[src/design/chien_pkg.sv]
package chien_pkg;

   localparam int GF_M        = 13;
   localparam int GF_ORDER    = (1 << GF_M) - 1;    // 8191 nonzero elements
   localparam int T_MAX       = 8;
   localparam int CODE_LEN    = 4224;
   localparam int PAR_DEFAULT = 16;
   localparam int ADDR_W      = 13;

   localparam logic [GF_M:0] GF_POLY = 14'h201b;   // x^13 + x^4 + x^3 + x + 1

   typedef logic [GF_M-1:0] gf_elem_t;

   // --------------------------------------------------
   // field arithmetic
   // --------------------------------------------------
   function automatic gf_elem_t gf_mul(gf_elem_t a, gf_elem_t b);
      gf_elem_t acc;
      gf_elem_t sh;
      acc = '0;
      sh  = a;                                         // a * x^i
      for (int i = 0; i < GF_M; i++)
      begin
         if (b[i])
            acc = acc ^ sh;
         sh = sh[GF_M-1] ? ((sh << 1) ^ GF_POLY[GF_M-1:0]) : (sh << 1);
      end
      return acc;
   endfunction

   // alpha^e, e may be negative
   function automatic gf_elem_t gf_pow_alpha(int e);
      int       r;
      gf_elem_t base;
      gf_elem_t acc;
      r = e % GF_ORDER;
      if (r < 0)
         r = r + GF_ORDER;
      base = gf_elem_t'(2);                            // alpha
      acc  = gf_elem_t'(1);
      for (int i = 0; i < GF_M; i++)
      begin
         if (r[i])
            acc = gf_mul(acc, base);
         base = gf_mul(base, base);                    // square and multiply
      end
      return acc;
   endfunction

   // --------------------------------------------------
   // shared structs
   // --------------------------------------------------
   // coef8 first so that a [8:0] view indexes by power
   typedef struct packed {
      gf_elem_t coef8;
      gf_elem_t coef7;
      gf_elem_t coef6;
      gf_elem_t coef5;
      gf_elem_t coef4;
      gf_elem_t coef3;
      gf_elem_t coef2;
      gf_elem_t coef1;
      gf_elem_t coef0;
   } lambda_t;

   typedef struct packed {
      logic       active;
      logic [8:0] grp;
      logic       last;
      logic       first;
      logic [3:0] deg;
      logic [7:0] spare;                               // kept at zero
   } scan_stat_t;

   typedef struct packed {
      logic              valid;
      logic [ADDR_W-1:0] addr;
   } err_addr_t;

   typedef struct packed {
      logic       done;
      logic [3:0] err_cnt;
      logic       uncorr;
   } dec_result_t;

endpackage

[src/design/chien_scan_ctrl.sv]
`timescale 1ns/1ps

module chien_scan_ctrl #(
   parameter int PAR = chien_pkg::PAR_DEFAULT
) (
   input  logic                  clk,
   input  logic                  rstn,
   input  logic                  start_i,
   input  chien_pkg::lambda_t    lambda_i,
   input  logic                  hold_i,
   output logic                  load_o,
   output logic                  step_o,
   output chien_pkg::lambda_t    lambda_o,
   output chien_pkg::scan_stat_t stat_o,
   output logic                  busy_o
);
   import chien_pkg::*;

   localparam int NGRP = CODE_LEN / PAR;

   lambda_t    lam_q;
   logic       busy_q;
   logic       load_q;
   logic       active_q;
   logic [8:0] grp_q;
   logic [3:0] deg;
   logic       accept;
   logic       last_grp;

   assign accept   = start_i & ~busy_q;
   assign last_grp = (grp_q == 9'(NGRP - 1));

   // degree from highest nonzero coefficient
   always_comb
   begin
      logic [T_MAX:0][GF_M-1:0] c;
      c   = lam_q;
      deg = '0;
      for (int k = 1; k <= T_MAX; k++)
      begin
         if (c[k] != '0)
            deg = 4'(k);
      end
   end

   always_ff @(posedge clk)
   begin
      if (accept)
         lam_q <= lambda_i;
   end

   // --------------------------------------------------
   // scan sequencing
   // --------------------------------------------------
   always_ff @(posedge clk or negedge rstn)
   begin
      if (!rstn)
      begin
         busy_q   <= 1'b0;
         load_q   <= 1'b0;
         active_q <= 1'b0;
         grp_q    <= '0;
      end
      else
      begin
         load_q <= accept;                             // cells load next cycle
         if (accept)
            busy_q <= 1'b1;
         if (load_q)
         begin
            active_q <= 1'b1;                          // group 0 in the cells
            grp_q    <= '0;
         end
         else if (step_o)
         begin
            if (last_grp)
            begin
               active_q <= 1'b0;                       // last group released
               busy_q   <= 1'b0;
            end
            else
               grp_q <= grp_q + 9'd1;
         end
      end
   end

   assign step_o   = active_q & ~hold_i;
   assign load_o   = load_q;
   assign lambda_o = lam_q;
   assign busy_o   = busy_q;

   assign stat_o.active = active_q;
   assign stat_o.grp    = grp_q;
   assign stat_o.last   = active_q & last_grp;
   assign stat_o.first  = active_q & (grp_q == '0);
   assign stat_o.deg    = deg;
   assign stat_o.spare  = '0;

   a_no_start_busy: assert property (@(posedge clk) disable iff (!rstn)
      busy_q |-> !start_i);

endmodule

[config.mk]
export PLATFORM = sky130hd
export DESIGN_NAME = chien_scan_ctrl
export DESIGN_NICKNAME = d
export VERILOG_FILES = /design/src/design/chien_pkg.sv /design/src/design/chien_scan_ctrl.sv
export SDC_FILE = /design/constraint.sdc
export NUM_CORES = 1
export LEC_CHECK = 0
export BUFFER_PORTS_ARGS = -buffer_cell sky130_fd_sc_hd__buf_4
export CAP_MARGIN = 20
export CORE_MARGIN = 10
export CORE_UTILIZATION = 35
export DETAILED_ROUTE_END_ITERATION = 6
export GPL_TIMING_DRIVEN = 0
export HOLD_SLACK_MARGIN = 0.12
export PLACE_DENSITY = 0.66
export SETUP_SLACK_MARGIN = 0.1
export SKIP_CTS_REPAIR_TIMING = 1
export SLEW_MARGIN = 20
export SYNTH_ARGS = -nofsm -noshare
export SYNTH_HDL_FRONTEND = slang
export SYNTH_SLANG_ARGS = --single-unit
[constraint.sdc]
create_clock -name clk -period 8.7 [get_ports clk]
set_input_delay 0.87 -clock clk [delete_from_list [all_inputs] [get_ports clk]]
set_output_delay 0.87 -clock clk [all_outputs]
set_load 0.02 [all_outputs]
==> results of run 1 <==
==> how the worst max path moves through the flow <==
stage | to | slack [ns] | depth (start not counted) | start
floorplan | load_o$_DFF_PN0_ | 2.06 | 1 | start_i
CTS | stat_o[10] | 5.20 | 5 | lambda_o[92]$_DFFE_PP_
global route | stat_o[10] | 5.08 | 5 | lambda_o[92]$_DFFE_PP_
finish | stat_o[10] | 5.33 | 5 | lambda_o[92]$_DFFE_PP_
global placement | load_o$_DFF_PN0_ | -0.14 | 2 | start_i
detailed placement | stat_o[10] | 5.66 | 5 | lambda_o[92]$_DFFE_PP_
==> through the flow <==
step | total power, mW | setup TNS [ns] | instance area (um2) | setup slack (ns)
floorplan | 0.786 | 0 | 4500 | 2.06
global placement | 0.865 | -0.135 | 6630 | -0.135
detailed placement | 0.869 | 0 | 6740 | 5.66
CTS | 1.58 | 0 | 7330 | 5.20
global route | 1.62 | 0 | 7330 | 5.08
finish | 1.56 | 0 | 7330 | 5.33
==> state kept, by name, indices dropped and copies added (netlist names) <==
| signal | flops |
|---|---|
| grp_q | 9 |
| active_q | 1 |
| lambda_o | 117 |
| load_o | 1 |
| busy_o | 1 |
==> critical path: stages (launching register included) <==
cell	delay, ns
edfxtp_1	0.37
or4_1	0.57
nor4_1	0.62
nor2b_1	0.26
a21oi_1	0.10
buf_4	0.18
==> logic make-up (layout without fill, tap and decap cells) <==
| family | Yosys count | in the layout | synth area share |
|---|---|---|---|
| XOR/XNOR | 7 | 7 | 0.0137 |
| flip-flops | 129 | 129 | 0.853 |
| adder cells (fa/ha/maj) | 2 | 2 | 0.00560 |
| buffers and inverters | 13 | 305 | 0.0185 |
| AO/OA/AOI/OAI | 11 | 11 | 0.0148 |
| other | 1 | 9 | 0.000839 |
| AND/OR/NAND/NOR | 75 | 75 | 0.0932 |
==> layer usage <==
layer / vias up / track usage / routed length (um)
li1: 1496 / - / -
met1: 1512 / 0.160 / 5190
met2: 190 / 0.251 / 6890
met3: 18 / 0.0871 / 1660
met4: 0 / 0.0697 / 254
met5: - / 0 / 0
==> cell usage in the layout (no fill, tap or decap), types with 3 or more instances in the layout <==
cell        instances
clkinvlp_4          3
clkbuf_16          17
xor2_1              5
nand3_1             7
nand2_1             7
a21oi_1             4
dfrtp_1            12
nand4_1             5
nor4_1             15
nor3_1             12
buf_4             265
conb_1              8
edfxtp_1          117
nor2_1             15
bufinv_16           3
clkinv_2            5
clkbuf_1            3
==> power breakdown <==
group	leakage (nW)	internal (mW)	switching, mW
combinational	1.52	0.0779	0.0620
sequential	1.20	0.691	0.0268
clock	0.286	0.448	0.255
==> layout make-up <==
class	count	area [um2]	share of cell area
multi-input combinational	103	607	0.0828
sequential	129	3810	0.520
timing repair buffer	260	2020	0.275
antenna	1	2.50	0.000341
tap	172	215	0.0294
clock inverter	14	164	0.0224
clock buffer	18	429	0.0585
buffer	11	75.1	0.0102
inverter	2	7.51	0.00102
==> flow_summary_export.csv, run 1 <==
group,metric,value,unit
layout,final_util,0.583,
global_route,grt_pass1_vias,3559,
logic_synthesis,yosysSeqAreaShare,0.853,
placement,globalplace.congestion,0.786,
floorplanning,fp.coreArea,0.0126,mm2
sta,rsz0062_at_grt,"no",
clocking,cts_tree,"built",
logic_synthesis,synth_area,0.00447,mm2
power_and_ir_drop,power.leakage,3.01,nW
clocking,clkTransAtPathRegs,0.06,ns
job,drv_cap,0,
routing,wirelength,14000,um
placement,portBuffers,256,
placement,dp_cells,677,
routing,ant_nets,0,
logic_synthesis,synth_area_per_cell,18.8,um2
logic_synthesis,synth_top_flop_cell,"edfxtp_1",
logic_synthesis,synth_commonest_cells,"117 x edfxtp_1, 15 x nor2_1, 15 x nor4_1",
sta,max_freq,296,MHz
routing,wl_per_cell,19.7,um
sta,timing.hold.ws,0.288,ns
clocking,cts_made_buffers,17,
sta,fin_skew,0.00724,ns
logic_synthesis,netlist_top_cells_area,"edfxtp_1 79%, dfrtp_1 6.7%, nor4_1 2.1%",
floorplanning,fp.dieW,133,um
clocking,clkLatencyLatePin,0.41,ns
setup_path,crit_fanout,2,
setup_path,required,7.83,ns
power_and_ir_drop,ir_drop,0.127,mV
layout,finalNetCount,647,
setup_path,reg2reg_depth,5,
floorplanning,fp.dieH,133,um
layout,fill_cells,1006,
placement,dpl.hpwl,11500,um
setup_path,r2r_end,"grp_q[3]$_DFFE_PN0P_",
min_path,hold_path.class,"input pin to asynchronous set/reset pin",
sta,hold_violations,0,
sta,period_minus_slack,3.37,ns
routing,drc,0,
sta,finalSetupViolCount,0,
sta,finalCritPeriodShare,0.388,
routing,drtPass1Iterations,4,
global_route,grt_overflow,0,
layout,syn_to_final_growth,64.0,%
setup_path,start_kind,"flop",
layout,layout.cells.non_filler,710,
clocking,clock_path_buffers,2,
setup_path,criticalPathCategory,"flop to output pin",
routing,viasPerCell,4.53,
clocking,root_buffer,"clkbuf_16",
floorplanning,pin_count,265,
setup_path,rrSetupSlack,6.87,ns
sta,maxSlewHeadroom,0.526,
setup_path,worstPathArrival,2.50,ns
setup_path,critPathCaptureType,"output pin",
global_route,grt_pass1_wl,20600,um
logic_synthesis,netlist.area_leader.share,0.786,
sta,slew_violations,0,
global_route,antenna_found_initial,1,
global_route,grt_max_degree,29,
logic_synthesis,yosys_warnings,0,
power_and_ir_drop,power_per_cell_area,213,mW/mm2
clocking,h-tree-depth,4,
floorplanning,rows,41,
logic_synthesis,async_flop_share,0.0930,
setup_path,r2r-start,"grp_q[3]$_DFFE_PN0P_",
outcome,status,"finished clean",
routing,vias,3216,
global_route,grt_use_total,0.155,
floorplanning,dieArea,0.0177,mm2
logic_synthesis,syn_inst,238,
logic_synthesis,synth.distinct_cells,31,
logic_synthesis,yosysMostFrequentCell,"edfxtp_1",
logic_synthesis,ys_ff_latch,129,
routing,drt_iter0_markers,119,
clocking,cts_num_sinks,129,
sta,worst_slew_pin_slew,0.705,ns
logic_synthesis,yosys.area.top_type,"edfxtp_1",
layout,drive_gt1_frac,0.570,
floorplanning,initial_core_util,0.356,
logic_synthesis,synth_edf_count,117,
(Power assumes the default switching activity.)
==> run 2, diff against run 1 <==
--- a/config.mk
+++ b/config.mk
@@ -12,7 +12,7 @@
 export DETAILED_ROUTE_END_ITERATION = 6
 export GPL_TIMING_DRIVEN = 0
 export HOLD_SLACK_MARGIN = 0.12
-export PLACE_DENSITY = 0.66
+export PLACE_DENSITY = 0.68
 export SETUP_SLACK_MARGIN = 0.1
 export SKIP_CTS_REPAIR_TIMING = 1
 export SLEW_MARGIN = 20
==> constraint.sdc (replaced) <==
create_clock -name clk -period 3 [get_ports clk]
set_input_delay 0.3 -clock clk [delete_from_list [all_inputs] [get_ports clk]]
set_output_delay 0.3 -clock clk [all_outputs]
set_load 0.02 [all_outputs]
==> run 2 against run 1 <==
  * Combinational power grew to 3.9 times the previous value
  * First-iteration DRC count grew 14%
  * Total power grew to 2.9 times the previous value
  * Highest routed layer unchanged
==> flow_summary_export.csv, run 2 (synthesis gave the netlist of run 1 again) <==
group,metric,value,unit
global_route,grt_max_degree,30,
sta,rsz0062_at_grt,"no",
routing,drt_iter0_markers,136,
routing,wl_per_cell,19.4,um
setup_path,r2r-start,"grp_q[3]$_DFFE_PN0P_",
routing,viasPerCell,4.49,
placement,placed_cell_area,0.00673,mm2
layout,finalNetCount,765,
global_route,grt_use_total,0.152,
min_path,min_from,"start_i",
power_and_ir_drop,power.leakage,3.49,nW
routing,ant_nets,0,
clocking,cts_tree,"built",
min_path,whs_path_depth,2,
sta,period_minus_slack,2.57,ns
layout,mostFrequentLayoutCells,"265 x buf_4, 118 x dlygate4sd3_1, 117 x edfxtp_1",
placement,dpl.hpwl,11300,um
outcome,status,"finished clean",
placement,globalplace.congestion,0.746,
clocking,clock_path_buffers,2,
power_and_ir_drop,ir_drop,0.327,mV
power_and_ir_drop,finalPower,4.56,mW
floorplanning,initial_core_util,0.356,
setup_path,reg2reg_depth,5,
clocking,h-tree-depth,4,
clocking,cts_num_sinks,129,
layout,drive_gt1_frac,0.461,
global_route,grt_overflow,0,
floorplanning,dieArea,0.0177,mm2
placement,portBuffers,256,
floorplanning,fp.dieW,133,um
clocking,cts_made_buffers,17,
global_route,antenna_found_initial,1,
layout,fill_cells,888,
power_and_ir_drop,power_per_cell_area,538,mW/mm2
setup_path,start_kind,"flop",
setup_path,worstPathArrival,2.27,ns
routing,drc,0,
setup_path,criticalPathCategory,"flop to output pin",
routing,wirelength,16100,um
sta,hold_violations,0,
routing,drtPass1Iterations,4,
clocking,clkTransAtPathRegs,0.05,ns
job,drv_cap,0,
sta,slew_violations,0,
setup_path,critical_path.startpoint,"lambda_o[91]$_DFFE_PP_",
layout,stdcell_area,0.00848,mm2
sta,fin_skew,0.00489,ns
setup_path,crit_fanout,2,
global_route,grt_pass1_wl,20400,um
min_path,hold_path.class,"input pin to flop",
sta,finalSetupViolCount,0,
clocking,clkLatencyLatePin,0.40,ns
floorplanning,rows,41,
layout,syn_to_final_growth,89.7,%
floorplanning,fp.dieH,133,um
layout,largest_reg_flops,117,
setup_path,required,2.70,ns
layout,mostFrequentLayoutCell,"buf_4",
sta,max_freq,389,MHz
routing,vias,3714,
floorplanning,pin_count,265,
floorplanning,fp.coreArea,0.0126,mm2
clocking,root_buffer,"clkbuf_16",
sta,finalCritPeriodShare,0.856,
sta,fin_setup_tns,0,ns
global_route,grt_pass1_vias,3571,
setup_path,critPathCaptureType,"output pin",
[run 2: cell count changes in the layout (fill, tap and decap cells not counted), sizes merged]
cell	delta
bufinv	-1
clkbuf	+7
clkinv	-2
clkinvlp	-3
dlygate4sd3	+118
inv	-1
[run 2: metrics by stage]
stage | hold slack, ns | instances | util | setup WS [ns]
finish | 0.147 | 828 | 0.675 | 0.431
global route | 0.136 | 828 | 0.675 | 0.266
CTS | -0.288 | 709 | 0.580 | 0.146
detailed placement | 0.149 | 677 | 0.535 | 0.593
global placement | 0.147 | 673 | 0.528 | -0.172
floorplan | 0.00441 | 245 | - | 0.313
[run 2: layer usage]
metal / vias to the layer above / share of wire / track usage
met5: - / 0 / 0
met4: 0 / 0.023 / 0.0642
met3: 26 / 0.081 / 0.0746
met2: 181 / 0.52 / 0.256
met1: 1782 / 0.38 / 0.157
li1: 1725 / - / -
[run 2: worst paths after layout]
check / end / slack [ns]
max: stat_o[10] / 0.43
min: busy_o$_DFF_PN0_ / 0.15
max reg2reg: grp_q[0]$_DFFE_PN0P_ / 1.15
min reg2reg: busy_o$_DFF_PN0_ / 0.52
max in group asynchronous: grp_q[4]$_DFFE_PN0P_ / 2.57
min in group asynchronous: load_o$_DFF_PN0_ / 0.28
[run 2: critical path: stages, from the launching register on]
cell and delay, ns:
edfxtp_1 0.41, or4_1 0.56, nor4_2 0.40, nor2b_1 0.22, a21oi_1 0.09, buf_4 0.17
[run 2: power by group]
part | internal (mW) | switching (mW) | total, mW
clock | 1.26 | 0.676 | 1.93
sequential | 2.00 | 0.0750 | 2.08
combinational | 0.326 | 0.218 | 0.544
[run 2: layout make-up]
cell class	instances	area, um2	share of cell area
diodes	1	2.50	0.000295
plain buffers	11	75.1	0.00885
clock buffers	25	475	0.0561
clock inverters	7	85.1	0.0100
inverters	2	7.51	0.000885
multi-input cells	103	613	0.0723
flip-flops and latches	129	3810	0.450
well taps	172	215	0.0254
repair buffers	378	3190	0.376
==> run 3, diff against run 2 <==
--- a/config.mk
+++ b/config.mk
@@ -10,9 +10,9 @@
 export CORE_MARGIN = 10
 export CORE_UTILIZATION = 35
 export DETAILED_ROUTE_END_ITERATION = 6
-export GPL_TIMING_DRIVEN = 0
 export HOLD_SLACK_MARGIN = 0.12
 export PLACE_DENSITY = 0.68
+export RECOVER_POWER = 100
 export SETUP_SLACK_MARGIN = 0.1
 export SKIP_CTS_REPAIR_TIMING = 1
 export SLEW_MARGIN = 20
==> run 3 against run 2 <==
  * The run now ends with capacitance limit, slew limit left
  * Sequential power about the same
  * Via count down 1.6%
  * Clock-buffer cell count down 8
  * Hold slack better by 0.0081 ns
  * Combinational power down 13%
  * Critical path type unchanged
  * Critical endpoint is now stat_o[9]
  * Largest cell class unchanged
  * Largest power group unchanged
==> flow_summary_export.csv, run 3 (synthesis gave the netlist of run 1 again) <==
group,metric,value,unit
setup_path,r2r-start,"busy_o$_DFF_PN0_",
floorplanning,fp.dieW,133,um
clocking,cts_tree,"built",
sta,max_freq,383,MHz
sta,fin_skew,0.00405,ns
sta,worst_slew_pin_slew,1.50,ns
floorplanning,pin_count,265,
floorplanning,dieArea,0.0177,mm2
power_and_ir_drop,finalPower,4.45,mW
sta,period_minus_slack,2.61,ns
sta,finalSetupViolCount,0,
power_and_ir_drop,power_per_cell_area,571,mW/mm2
clocking,clkLatencyLatePin,0.41,ns
global_route,grt_overflow,0,
outcome,violations,"capacitance limit, slew limit",
setup_path,max_stage_delay,0.56,ns
layout,syn_to_final_growth,74.6,%
setup_path,r2r_end,"lambda_o[82]$_DFFE_PP_",
sta,finalCritPeriodShare,0.871,
sta,rsz0062_at_grt,"no",
placement,portBuffers,256,
min_path,whs_path_depth,2,
sta,slew_violations,61,
layout,mostFrequentLayoutCell,"clkbuf_1",
placement,dpl.hpwl,11100,um
clocking,cts_num_sinks,129,
job,drv_cap,1,
setup_path,path_cells,"or4_1 -> nor4_2 -> nor2b_1 -> a21oi_1 -> clkbuf_1",
global_route,grt_pass1_wl,20300,um
setup_path,reg2reg_depth,2,
placement,placed_cell_area,0.00658,mm2
sta,maxSlewHeadroom,-0.00299,
floorplanning,initial_core_util,0.356,
setup_path,worstPathArrival,2.31,ns
clocking,root_buffer,"clkbuf_16",
setup_path,rrSetupSlack,0.92,ns
power_and_ir_drop,ir_drop,0.369,mV
min_path,hold_path.class,"input pin to flop",
setup_path,crit_path_top_delay_cell,"or4_1",
min_path,whs_endpoint,"busy_o$_DFF_PN0_",
global_route,grt_pass1_vias,3570,
outcome,status,"finished with violations",
placement,globalplace.congestion,0.759,
global_route,antenna_found_initial,2,
routing,wl_per_cell,19.3,um
clocking,cts_made_buffers,17,
clocking,clock_path_buffers,2,
layout,drive_gt1_frac,0.240,
routing,drc,0,
global_route,grt_use_total,0.152,
power_and_ir_drop,power.leakage,2.88,nW
clocking,clkTransAtPathRegs,0.06,ns
sta,timing.hold.ws,0.155,ns
routing,wirelength,15800,um
min_path,min_from,"start_i",
floorplanning,fp.dieH,133,um
floorplanning,rows,41,
setup_path,criticalPathCategory,"flop to output pin",
routing,ant_nets,0,
setup_path,crit_fanout,2,
routing,drt_iter0_markers,141,
setup_path,crit_family,"simple AND/OR/NAND/NOR gates",
routing,drtPass1Iterations,4,
clocking,h-tree-depth,4,
routing,viasPerCell,4.48,
setup_path,critPathCaptureType,"output pin",
setup_path,start_kind,"flop",
sta,fin_setup_tns,0,ns
global_route,grt_max_degree,62,
setup_path,required,2.70,ns
layout,largest_reg_flops,117,
floorplanning,fp.coreArea,0.0126,mm2
sta,hold_violations,0,
setup_path,worst-path-buf-inv,1,
layout,mostFrequentLayoutCells,"135 x clkbuf_1, 118 x dlygate4sd3_1, 117 x clkbuf_4, 117 x edfxtp_1, 17 x clkbuf_16",
layout,stdcell_area,0.00780,mm2
routing,vias,3653,
layout,finalNetCount,752,
-- run 3: changes by cell type in the layout (fill, tap and decap cells not counted), moves of 2 or more --
cell / previous run / this run
buf_4: 265 / 4
clkbuf_1: 8 / 135
clkbuf_4: 0 / 117
clkinv_1: 0 / 6
buf_12: 3 / 0
clkinvlp_4: 0 / 3
clkbuf_2: 0 / 2
clkbuf_8: 2 / 0
-- run 3: stage by stage --
step,setup slack [ns],util,std cells
floorplan,0.313,-,245
global placement,0.672,0.524,664
detailed placement,0.641,0.524,664
CTS,0.188,0.567,696
global route,0.149,0.621,816
finish,0.388,0.621,816
-- run 3: worst max path at each step --
stage	from	slack (ns)	to	depth (start not counted)
after floorplan	busy_o$_DFF_PN0_	0.31	lambda_o[0]$_DFFE_PP_	1
after global placement	lambda_o[92]$_DFFE_PP_	0.67	stat_o[10]	5
after detailed placement	lambda_o[92]$_DFFE_PP_	0.64	stat_o[9]	5
after CTS	lambda_o[92]$_DFFE_PP_	0.19	stat_o[9]	5
after global routing	lambda_o[53]$_DFFE_PP_	0.15	stat_o[9]	6
final	lambda_o[91]$_DFFE_PP_	0.39	stat_o[9]	5
-- run 3: power by group --
part           switching [mW]  internal [mW]
logic                   0.206          0.266
registers              0.0706           2.00
clock network           0.712           1.20
-- run 3: layout make-up --
type / instances / area (um2)
fill: 1043 / 4770
sequential: 129 / 3810
timing repair buffer: 376 / 2610
multi-input combinational: 103 / 604
clock buffer: 17 / 425
tap: 172 / 215
clock inverter: 15 / 125
inverter: 2 / 7.51
antenna: 2 / 5.00
-- run 3: per-layer routing --
metal	wire (um)	up-vias	GRT usage	part of all wire
met1	5840	1733	0.148	0.37
met2	8230	181	0.258	0.52
li1	-	1708	-	-
met4	369	0	0.0660	0.023
met5	0	-	0	0
met3	1320	31	0.0863	0.084
