`src/design/chien_pkg.sv`:
```
package chien_pkg;

   localparam int GF_M        = 13;
   localparam int GF_ORDER    = (1 << GF_M) - 1;    // 8191 nonzero elements
   localparam int T_MAX       = 8;
   localparam int CODE_LEN    = 4224;
   localparam int PAR_DEFAULT = 16;
   localparam int ADDR_W      = 13;

   localparam logic [GF_M:0] GF_POLY = 14'h201b;   // x^13 + x^4 + x^3 + x + 1

   typedef logic [GF_M-1:0] gf_elem_t;

   // --------------------------------------------------
   // field arithmetic
   // --------------------------------------------------
   function automatic gf_elem_t gf_mul(gf_elem_t a, gf_elem_t b);
      gf_elem_t acc;
      gf_elem_t sh;
      acc = '0;
      sh  = a;                                         // a * x^i
      for (int i = 0; i < GF_M; i++)
      begin
         if (b[i])
            acc = acc ^ sh;
         sh = sh[GF_M-1] ? ((sh << 1) ^ GF_POLY[GF_M-1:0]) : (sh << 1);
      end
      return acc;
   endfunction

   // alpha^e, e may be negative
   function automatic gf_elem_t gf_pow_alpha(int e);
      int       r;
      gf_elem_t base;
      gf_elem_t acc;
      r = e % GF_ORDER;
      if (r < 0)
         r = r + GF_ORDER;
      base = gf_elem_t'(2);                            // alpha
      acc  = gf_elem_t'(1);
      for (int i = 0; i < GF_M; i++)
      begin
         if (r[i])
            acc = gf_mul(acc, base);
         base = gf_mul(base, base);                    // square and multiply
      end
      return acc;
   endfunction

   // --------------------------------------------------
   // shared structs
   // --------------------------------------------------
   // coef8 first so that a [8:0] view indexes by power
   typedef struct packed {
      gf_elem_t coef8;
      gf_elem_t coef7;
      gf_elem_t coef6;
      gf_elem_t coef5;
      gf_elem_t coef4;
      gf_elem_t coef3;
      gf_elem_t coef2;
      gf_elem_t coef1;
      gf_elem_t coef0;
   } lambda_t;

   typedef struct packed {
      logic       active;
      logic [8:0] grp;
      logic       last;
      logic       first;
      logic [3:0] deg;
      logic [7:0] spare;                               // kept at zero
   } scan_stat_t;

   typedef struct packed {
      logic              valid;
      logic [ADDR_W-1:0] addr;
   } err_addr_t;

   typedef struct packed {
      logic       done;
      logic [3:0] err_cnt;
      logic       uncorr;
   } dec_result_t;

endpackage

```
`src/design/err_addr_collector.sv`:
```
`timescale 1ns/1ps

module err_addr_collector #(
   parameter int PAR     = chien_pkg::PAR_DEFAULT,
   parameter int CREDITS = 4
) (
   input  logic                   clk,
   input  logic                   rstn,
   input  logic [PAR-1:0]         root_i,
   input  chien_pkg::scan_stat_t  stat_i,
   input  logic                   credit_i,
   output logic                   hold_o,
   output chien_pkg::err_addr_t   addr_o,
   output chien_pkg::dec_result_t result_o
);
   import chien_pkg::*;

   localparam int LW = (PAR > 1) ? $clog2(PAR) : 1;
   localparam int CW = $clog2(CREDITS + 1);

   logic [PAR-1:0] served_q;
   logic [PAR-1:0] pending;
   logic [PAR-1:0] taken;
   logic [LW-1:0]  pick;
   logic           any_pend;
   logic           emit;
   logic           take;
   logic [CW-1:0]  cred_q;
   logic [3:0]     cnt_q;
   logic [3:0]     cnt_base;
   logic [3:0]     cnt_next;
   logic           done_q;
   logic           unc_q;
   logic           scan_end;

   assign pending = stat_i.active ? (root_i & ~served_q) : '0;

   // lowest unserved lane wins
   always_comb
   begin
      pick     = '0;
      any_pend = 1'b0;
      for (int i = PAR - 1; i >= 0; i--)
      begin
         if (pending[i])
         begin
            pick     = LW'(i);
            any_pend = 1'b1;
         end
      end
   end

   // --------------------------------------------------
   // emit / count / hold
   // --------------------------------------------------
   // count restarts on group 0 of a new scan
   assign cnt_base = (stat_i.first && served_q == '0) ? 4'd0 : cnt_q;
   assign emit     = any_pend & (cred_q != '0) & (cnt_base < 4'(T_MAX));
   assign take     = emit | (any_pend & (cnt_base >= 4'(T_MAX)));   // extra roots dropped
   assign cnt_next = (take && cnt_base != 4'hf) ? cnt_base + 4'd1 : cnt_base;
   assign taken    = take ? (PAR'(1) << pick) : '0;
   assign hold_o   = |(pending & ~taken);             // roots left after this cycle
   assign scan_end = stat_i.active & stat_i.last & ~hold_o;

   assign addr_o.valid = emit;
   assign addr_o.addr  = ADDR_W'(int'(stat_i.grp) * PAR + int'(pick));

   always_ff @(posedge clk or negedge rstn)
   begin
      if (!rstn)
      begin
         served_q <= '0;
         cred_q   <= CW'(CREDITS);
         cnt_q    <= '0;
         done_q   <= 1'b0;
         unc_q    <= 1'b0;
      end
      else
      begin
         if (!stat_i.active || !hold_o)
            served_q <= '0;                            // group moves on
         else
            served_q <= served_q | taken;
         cred_q <= cred_q + CW'(credit_i) - CW'(emit);
         cnt_q  <= cnt_next;
         done_q <= scan_end;
         if (scan_end)
            unc_q <= (cnt_next != stat_i.deg) || (cnt_next > 4'(T_MAX));
      end
   end

   assign result_o.done    = done_q;
   assign result_o.err_cnt = cnt_q;
   assign result_o.uncorr  = unc_q;

   // --------------------------------------------------
   // checks
   // --------------------------------------------------
   a_credit_max: assert property (@(posedge clk) disable iff (!rstn)
      cred_q <= CW'(CREDITS));

   a_done_no_addr: assert property (@(posedge clk) disable iff (!rstn)
      result_o.done |-> !addr_o.valid);

endmodule

```
`config.mk`:
```
export PLATFORM = sky130hd
export DESIGN_NAME = err_addr_collector
export DESIGN_NICKNAME = d
export VERILOG_FILES = /design/src/design/chien_pkg.sv /design/src/design/err_addr_collector.sv
export SDC_FILE = /design/constraint.sdc
export NUM_CORES = 1
export LEC_CHECK = 0
export BUFFER_PORTS_ARGS = -buffer_cell sky130_fd_sc_hd__buf_4
export CAP_MARGIN = 30
export CORE_ASPECT_RATIO = 0.6
export CORE_MARGIN = 4
export CORE_UTILIZATION = 40
export CTS_CLUSTER_SIZE = 16
export DETAILED_ROUTE_END_ITERATION = 12
export GPL_TIMING_DRIVEN = 1
export PLACE_DENSITY = 0.64
export SYNTH_ARGS = -nofsm -noshare
export SYNTH_HDL_FRONTEND = slang
export SYNTH_SLANG_ARGS = --single-unit
```
`constraint.sdc`:
```
create_clock -name clk -period 6.4 [get_ports clk]
set_clock_uncertainty 0.05 [all_clocks]
set_input_delay 0.32 -clock clk [delete_from_list [all_inputs] [get_ports clk]]
set_output_delay 0.32 -clock clk [all_outputs]
set_load 0.01 [all_outputs]
```
==> results.md, run 1 <==
- Most common flop cell mapped by yosys: dfrtp_1
- RR Startpoint: served_q[15]
- First-pass GRT wire length: 9110 um
- Layout area overhead: 15.3%
- Min-delay worst type: input port to flop
- Net switching power: 0.462 mW
- Pwr dens: 420 nW/um^2
- CTS tree: yes
- Clock Tree Root: clkbuf_8
- Clk buf depth: 2
- Final Max Slew Viols: 0
- Unrepaired setup endpoints after global routing: false
- DR pass1 iterations: 5
- Syn nets: 285
- Core ar.: 4730 sq um
- Sequential Power Share: 30.4%
- Hold path start: credit_i
- Die area: 6280 sq um
- Final #Nets: 312
- Initial core utilization: 42.7%
- Final min period: 3.78 ns
- Number of diodes: 0
- CP delay by family, top: simple AND/OR/NAND/NOR gates
- Yosys cell types: 68
- Max Fclk: 265 MHz
- DR WL/cell: 17.1 um
- Crit-path most repeated cell: buf_4
- Worst-path clk slew: 0.09 ns
- RR Endpoint: unc_q
- # port buffers: 37
- Core Rows: 19
- Total GRT Usage: 18.2%
- Outcome: finished clean
- Worst hold stages: 2
- Cell Chain, Critical Path: nor4b_1, nand3_1, o21ai_1, nand2_1, and3_1, a31oi_1, a211o_1, nor3_2, buf_4, inv_1, buf_4
- Leak: 1.01 nW
- Clk_lat worst skew: 0.27 ns
- Largest net degree at the start of global routing: 26
- Crit path max fanout: 16
- Mapped Cells: 238
- Async set-reset flop share out of synthesis: 100%
- CP Capture Type: output pin
- Gate power share: 59.6%
- Synth Register Bits: 25
- Cell internal pwr: 0.516 mW
- Die X: 99.7 um
- Clock share of power: 10.0%
- Final setup fails: 0
- Via density per instance: 5.74
- Peak supply drop: 0.149 mV
- Max-slew headroom: 35.6%
- Antenna Violating Nets Remaining: 0
- Count of final hold-check violations: 0
- Worst-Margin Slew: 0.954 ns
- Post-CTS Setup Bufs: 0
- Wirelength, routed: 5600 um
- Worst Hold Path EP: cred_q[0]
- Sw frac: 47.2%
- CTS sink cnt: 25
- Synth Cell Area: 2020 sq um
- Fraction of layout cells with a size suffix above 1: 22.3%
- Total Power: 0.978 mW
- Ports: 64
- R2r setup slk: 2.76 ns
- Vias in the first global route: 1769
- Final TNS setup: 0 ns
- Buffers and inverters on the worst path: 3
- Sequential Area: 627 sq um
- Crit share post-route: 59.0%
- Total CTS buffers: 3
- WP data arrival: 3.41 ns
- Final global-route overflow total: 0
- CP Launch Type: flop
- Area of the multi-input gates: 1220 sq um
- Detailed placement HPWL: 4440 um
- Critical Path RT: 6.03 ns
- Cell depth of the worst flop-to-flop path: 12
- Slowest-stage cell, CP: nor4b_1
- Largest stage delay, worst path: 0.52 ns
- Die Y-Extent: 63.0 um
- Max Cap Violations: 0
- H-tree levels: 1
- Critical path class: flop to output pin
- Sequential-to-total area share from yosys stat: 31.1%
- Antenna violations before repair: 0
- Avg Cell Area, Syn: 8.48 sq um
- Number of remaining DRC errors: 0
- Synth warn: 0
- Routed via count: 1878
- Initial detailed-routing violation count: 185
- GPL Wtd Cong: 0.948
- Number of flops mapped to enable cells by yosys: 0
- # fillers: 472
==> how the worst max path moves through the flow <==
stage	to	depth (start not counted)	slack (ns)	from
after floorplan	hold_o	10	3.46	served_q[11]
after global placement	unc_q	12	2.90	served_q[15]
after detailed placement	unc_q	12	2.88	served_q[15]
after CTS	hold_o	11	2.63	served_q[15]
after global routing	hold_o	11	2.35	served_q[15]
final	hold_o	11	2.62	served_q[15]
==> registers in the layout, indices dropped and copies added, names as in the netlist <==
register and flops:
cnt_q 4, cred_q 3, done_q 1, served_q 16, unc_q 1
==> per-layer routing <==
layer	vias up	track usage (%)	routed length, um
li1	908	-	-
met1	884	28.8	2770
met2	84	23.4	2190
met3	2	6.47	622
met4	0	2.73	20
met5	-	0	0
==> power by group through the flow <==
stage	Clock [mW]	Combinational, mW	Sequential (mW)
2_1_floorplan	0	0.415	0.289
3_3_place_gp	0	0.570	0.299
3_5_place_dp	0	0.578	0.301
4_1_cts	0.100	0.582	0.297
5_1_grt	0.107	0.651	0.308
6_report	0.0977	0.583	0.298
==> repair_timing <==
action	CTS	global route
hold buffers	1	0
resized for setup	0	0
hold endpoints to repair	24	0
==> synthesized netlist by cell type, drive strengths merged, types with 4 or more instances <==
| library cell | instances | area share [%] |
|---|---|---|
| inv | 16 | 3.0 |
| nand3 | 4 | 1.2 |
| a31oi | 7 | 2.2 |
| nor4 | 4 | 1.5 |
| nor3 | 4 | 1.2 |
| buf | 14 | 5.0 |
| and3 | 4 | 1.2 |
| nand2b | 7 | 2.2 |
| nand2 | 12 | 2.2 |
| dfrtp | 24 | 30 |
| o41ai | 4 | 3.0 |
| nor2b | 15 | 5.1 |
| a21oi | 16 | 4.7 |
| o21a | 5 | 1.9 |
| o21ai | 8 | 2.0 |
| nor2 | 32 | 6.0 |
==> through the flow <==
step	cell area (sq um)	util, %	instances	worst slack (ns)	hold WS, ns
final	2330	49.2	327	2.62	0.224
after detailed placement	2270	48.0	322	2.88	0.198
after global routing	2330	49.2	327	2.35	0.225
after CTS	2330	49.2	327	2.63	0.228
after global placement	2270	48.0	322	2.90	0.197
after floorplan	2020	-	238	3.46	-0.0256
==> cells in the final DEF (no fill, tap or decap), types with 4 or more instances in the layout <==
cell type | netlist | final
nor2b_1 | 13 | 13
buf_4 | 12 | 38
o21a_1 | 5 | 5
and3_1 | 4 | 4
dfrtp_1 | 24 | 24
inv_1 | 15 | 15
nor2_1 | 32 | 32
nand2_1 | 12 | 12
nand2b_1 | 7 | 7
a21oi_1 | 14 | 14
o21ai_0 | 7 | 7
a31oi_1 | 7 | 7
==> cells by family (layout without fill, tap and decap cells) <==
family	count (synthesis)	after routing	synth area share, %
buffers and inverters	33	59	8.56
xor gates and xnor gates	4	4	1.74
adders and majority gates	4	4	2.85
and+or+nand+nor	100	100	27.3
DFF	25	25	31.1
muxes	2	2	1.05
AOI/OAI and AO/OA	70	70	27.4
==> cell type report <==
class / count / area share, %
clock buffers: 3 / 1.78
clock inverters: 1 / 0.215
inverters: 16 / 2.58
multi-input cells: 180 / 52.4
flip-flops and latches: 25 / 26.9
well taps: 63 / 3.39
repair buffers: 39 / 12.7
(Power assumes the default switching activity.)
==> run 2, diff against run 1 <==
- ABC_AREA: unset -> 1
- PLACE_DENSITY: 0.64 -> 0.67
- clock period: 6.4 -> 3.35 ns (I/O delays scaled with it)
==> run 2 against run 1 <==
Against the previous run: setup slack worse by 2.3 ns; combinational power up 99%; sequential power up 87%; global-route usage down 1.9 points; first-iteration DRC count down 5.9%; final area down 5.7%; routed wire length down 17%; critical path depth up 4; utilization down 1.4 points; critical path type unchanged.
==> results.md, run 2 <==
- Number of remaining DRC errors: 0
- Peak supply drop: 0.391 mV
- # port buffers: 37
- Final TNS setup: 0 ns
- Initial core utilization: 41.5%
- Initial detailed-routing violation count: 174
- Outcome: finished clean
- Leak: 1.24 nW
- Antenna Violating Nets Remaining: 0
- Total GRT Usage: 16.3%
- CTS sink cnt: 25
- Synth warn: 0
- DR WL/cell: 12.9 um
- Hold path start: credit_i
- Most frequent cell after synthesis: nand2_1
- Sequential-to-total area share from yosys stat: 32.9%
- Final setup fails: 0
- Clock Tree Root: clkbuf_8
- Max Cap Violations: 0
- Via density per instance: 4.86
- Max reg flops: 16
- Die Y-Extent: 61.4 um
- Worst Hold Path EP: cred_q[0]
- Design area: 2190 sq um
- WL met2: 1850 um
- Total Power: 1.90 mW
- Mapped Cells: 269
- Worst-path clk slew: 0.09 ns
- R2r setup slk: 0.43 ns
- Unrepaired setup endpoints after global routing: false
- Syn nets: 316
- Core ar.: 4590 sq um
- Number of flops mapped to enable cells by yosys: 0
- Antenna violations before repair: 0
- Worst-Margin Slew: 0.375 ns
- WP data arrival: 2.78 ns
- DP Area: 2140 sq um
- Worst hold stages: 2
- Largest net degree at the start of global routing: 26
- Biggest register: served_q
- H-tree levels: 1
- Top flop regs: served_q x16, cnt_q x4, cred_q x3
- Crit share post-route: 89.3%
- Final worst setup slack: 0.357 ns
- Synth area leaders: dfrtp_1 (32%), nand2_1 (10%), inv_1 (9.5%), nor2_1 (5.5%), nand3_1 (4.7%)
- Commonest non-fill, non-tap cell in the layout: nand2_1
- DR pass1 iterations: 4
- Cell depth of the worst flop-to-flop path: 17
- Core Rows: 19
- Final Core Density: 47.8%
- RR Endpoint: unc_q
- Min-delay worst type: input port to flop
- Avg Cell Area, Syn: 7.07 sq um
- Final #Nets: 344
- Clk buf depth: 2
- Async set-reset flop share out of synthesis: 100%
- CP Launch Type: flop
- Dpl ws: 0.397 ns
- CTS tree: yes
- Detailed placement HPWL: 3700 um
- Pwr dens: 865 nW/um^2
- Die area: 5960 sq um
- Most common flop cell mapped by yosys: dfrtp_1
- Yosys cell types: 30
- # fillers: 480
- Total CTS buffers: 3
- Synth Register Bits: 25
- Met3 wire length: 380 um
- Count of final hold-check violations: 0
- CP Capture Type: output pin
- RR Startpoint: served_q[15]
- Final hold slack: 0.0676 ns
- Most frequent cells in the layout: nand2_1 (50), inv_1 (48), buf_4 (37)
- Synth Cell Area: 1900 sq um
- Met1 Wirelength: 2380 um
- Max-slew headroom: 75.0%
- Final global-route overflow total: 0
- Die X: 97.0 um
- Crit path max fanout: 9
- Commonest cells post-synth: nand2_1 (51), inv_1 (48), nor2_1 (28)
- Max Fclk: 334 MHz
- Number of diodes: 0
- Placed Cells: 354
- Area leader, netlist: dfrtp_1
- Post-Layout Cell Count: 359
- Vias in the first global route: 1577
- Critical path class: flop to output pin
- Fraction of layout cells with a size suffix above 1: 23.0%
- Ports: 64
- First-pass GRT wire length: 7640 um
- Layout area overhead: 15.3%
- Top sig layer: met4
- Final Max Slew Viols: 0
- Post-CTS Setup Bufs: 0
- Clk_lat worst skew: 0.27 ns
- Area share of the largest cell type after synthesis: 31.6%
- GPL Wtd Cong: 0.874
- Routed via count: 1743
- Critical Path RT: 3.13 ns
- Wirelength, routed: 4630 um
- Final min period: 2.99 ns
-- run 2: changes by cell type in the layout (fill, tap and decap cells not counted), moves of 9 or more --
| cell | before | now |
|---|---|---|
| nand3_1 | 3 | 18 |
| nand4_1 | 2 | 14 |
| nand2_1 | 12 | 50 |
| nor2b_1 | 13 | 0 |
| nor2_2 | 0 | 9 |
| inv_1 | 15 | 48 |
-- run 2: worst max path at each step --
stage | from | end
finish | served_q[15] | hold_o
detailed placement | served_q[15] | unc_q
CTS | served_q[15] | hold_o
global route | served_q[13] | hold_o
floorplan | served_q[2] | cred_q[2]
global placement | served_q[15] | unc_q
-- run 2: what timing repair did --
item | 4_1_cts | 5_1_grt
hold buffers | 1 | 0
resized for setup | 0 | 2
hold endpoints to repair | 24 | 0
endpoints found under the setup margin | 0 | 2
-- run 2: cell type report --
type	instances	area, sq um	share of cell area (%)
multi-input cells	178	961	43.8
clock buffers	4	45.0	2.05
well taps	63	78.8	3.59
inverters	51	194	8.84
repair buffers	38	288	13.1
flip-flops and latches	25	627	28.6
-- run 2: logic make-up (layout without fill, tap and decap cells) --
family / count (synthesis) / after routing / share of synthesized area, %
adders and majority gates: 4 / 4 / 3.02
and+or+nand+nor: 140 / 140 / 36.2
DFF: 25 / 25 / 32.9
buffers and inverters: 66 / 93 / 16.7
xor gates and xnor gates: 8 / 8 / 3.68
AOI/OAI and AO/OA: 26 / 26 / 7.43
-- run 2: critical path, cell delays in order, from the launching register on --
cell and delay [ns]:
dfrtp_1 0.44, nor2_1 0.10, nand3_1 0.08, nor3_1 0.30, nand4_1 0.25, nand2_1 0.19
nand2_1 0.15, nand2_2 0.19, inv_1 0.14, nand4_1 0.14, nand2_1 0.06, nand2_1 0.05
nand3b_1 0.13, nor2_2 0.08, nand2_4 0.08, buf_4 0.12
-- run 2: metal layers --
metal | vias up | GRT usage, %
li1 | 894 | -
met1 | 790 | 25.0
met2 | 57 | 23.5
met3 | 2 | 4.19
met4 | 0 | 2.00
met5 | - | 0
-- run 2: power breakdown --
group	internal (mW)	total [mW]	switching, mW	leakage (nW)
clock network	0.0853	0.185	0.0993	0.0228
registers	0.456	0.558	0.102	0.302
logic	0.432	1.16	0.723	0.911
total	0.974	1.90	0.925	1.24
==> run 3, diff against run 2 <==
- CELL_PAD_IN_SITES_DETAIL_PLACEMENT: unset -> 0
- CELL_PAD_IN_SITES_GLOBAL_PLACEMENT: unset -> 2
- CORE_UTILIZATION: 40 -> 24
- PLACE_DENSITY: 0.67 -> 0.74
==> run 3 against run 2 <==
Against the previous run: final cell count is 13% higher; critical path type unchanged; sequential share of layout area decreased by 1.5 points; sequential cell count is the same; hold slack better by 0.0070 ns.
==> results.md, run 3 (synthesis gave the netlist of run 2 again) <==
- Routed via count: 1717
- RR Startpoint: served_q[3]
- DR pass1 iterations: 4
- Fraction of layout cells with a size suffix above 1: 24.0%
- Final hold slack: 0.0745 ns
- WL met2: 1950 um
- Pwr dens: 883 nW/um^2
- Cell depth of the worst flop-to-flop path: 17
- Layout area overhead: 21.5%
- Met3 wire length: 267 um
- Final Max Slew Viols: 0
- Detailed placement HPWL: 4570 um
- CTS tree: yes
- Unrepaired setup endpoints after global routing: false
- Max Cap Violations: 0
- Largest net degree at the start of global routing: 26
- Hold path start: credit_i
- Number of remaining DRC errors: 0
- Via density per instance: 4.25
- CP Capture Type: output pin
- Final setup fails: 0
- Max Fclk: 335 MHz
- Min-delay worst type: input port to flop
- Crit share post-route: 89.2%
- Critical Path RT: 3.13 ns
- Antenna Violating Nets Remaining: 0
- Die area: 9460 sq um
- RR Endpoint: unc_q
- H-tree levels: 1
- Commonest non-fill, non-tap cell in the layout: nand2_1
- Top sig layer: met4
- Initial detailed-routing violation count: 89
- Final TNS setup: 0 ns
- Ports: 64
- Met1 Wirelength: 3180 um
- GPL Wtd Cong: 0.817
- Number of diodes: 0
- CP Launch Point: served_q[14]
- Worst-path clk slew: 0.07 ns
- Design area: 2310 sq um
- Wirelength, routed: 5420 um
- # port buffers: 37
- Total GRT Usage: 11.9%
- Crit path max fanout: 5
- First-pass GRT wire length: 8810 um
- Outcome: finished clean
- Most frequent cells in the layout: nand2_1 (51), inv_1 (48), buf_4 (41)
- Biggest register: served_q
- DR WL/cell: 13.4 um
- Final #Nets: 348
- Core ar.: 7480 sq um
- CTS sink cnt: 25
- CP Launch Type: flop
- Worst hold stages: 2
- Core Rows: 24
- Initial core utilization: 25.5%
- Count of final hold-check violations: 0
- Final min period: 2.99 ns
- Final global-route overflow total: 0
- Peak supply drop: 0.278 mV
- Clock Tree Root: clkbuf_16
- Leak: 1.27 nW
- Die Y-Extent: 77.0 um
- Vias in the first global route: 1688
- Clk_lat worst skew: 0.26 ns
- Die X: 123 um
- Max-slew headroom: 74.7%
- Total CTS buffers: 3
- WP data arrival: 2.77 ns
- R2r setup slk: 0.41 ns
- Clk buf depth: 2
- Critical path class: flop to output pin
- Antenna violations before repair: 0
- DP Area: 2210 sq um
- Top flop regs: served_q x16, cnt_q x4, cred_q x3
- Max reg flops: 16
- Worst-Margin Slew: 0.379 ns
- Worst Hold Path EP: cred_q[0]
## run 3: cell types whose count changed in the layout (fill, tap and decap cells not counted), sizes merged
cell,delta
clkinv,+1
buf,+4
clkbuf,-1
## run 3: worst max-delay path, stage by stage, from the launching register on
cell      delay, ns
dfrtp_1        0.38
inv_1          0.07
nand3_1        0.11
nand2_1        0.10
nand2_1        0.05
nand2_1        0.07
nand2_1        0.05
nand2_1        0.07
nand2_1        0.05
nand2_1        0.05
nand2_1        0.05
nand2_1        0.05
nand2_1        0.05
nand2_1        0.11
nand2_2        0.08
nand2_2        0.12
nand2_2        0.08
nand2_2        0.11
nand4_1        0.16
nand2_1        0.10
nand3b_1       0.16
nor2_4         0.19
nand2_4        0.08
buf_4          0.15
## run 3: through the flow
stage                     setup WS, ns  util [%]  power (mW)  std cells
after floorplan                  0.982         -        1.39        269
after global placement           0.394      29.6        1.76        398
after detailed placement         0.432      29.6        1.77        398
final                            0.362      30.9        2.04        404
after CTS                        0.305      30.8        2.06        403
after global routing            0.0298      30.9        2.28        404
## run 3: power breakdown
group          internal, mW  switching, mW  leakage [nW]
logic                 0.469          0.739         0.931
registers             0.457          0.104         0.302
clock network         0.161          0.111        0.0409
## run 3: layout make-up
cell class | count | area (sq um)
Sequential cell | 25 | 627
Inverter | 51 | 194
Fill cell | 830 | 5160
Tap cell | 104 | 130
Timing Repair Buffer | 42 | 318
Clock inverter | 1 | 5.00
Clock buffer | 3 | 75.1
Multi-Input combinational cell | 178 | 963
## run 3: how the worst max path moves through the flow
stage	end	slack, ns
finish	hold_o	0.36
global route	hold_o	0.03
CTS	hold_o	0.31
detailed placement	unc_q	0.43
global placement	unc_q	0.39
floorplan	cred_q[2]	0.98
## run 3: layer usage
layer,up-vias,GRT usage (%)
li1,906,-
met1,776,19.9
met2,31,15.0
met3,4,2.87
met4,0,1.68
met5,-,0
## run 3: timing repair
action,CTS,global route
resized for setup,0,2
hold buffers,1,0
hold endpoints to repair,24,0
buffers inserted,0,1
endpoints found under the setup margin,0,1
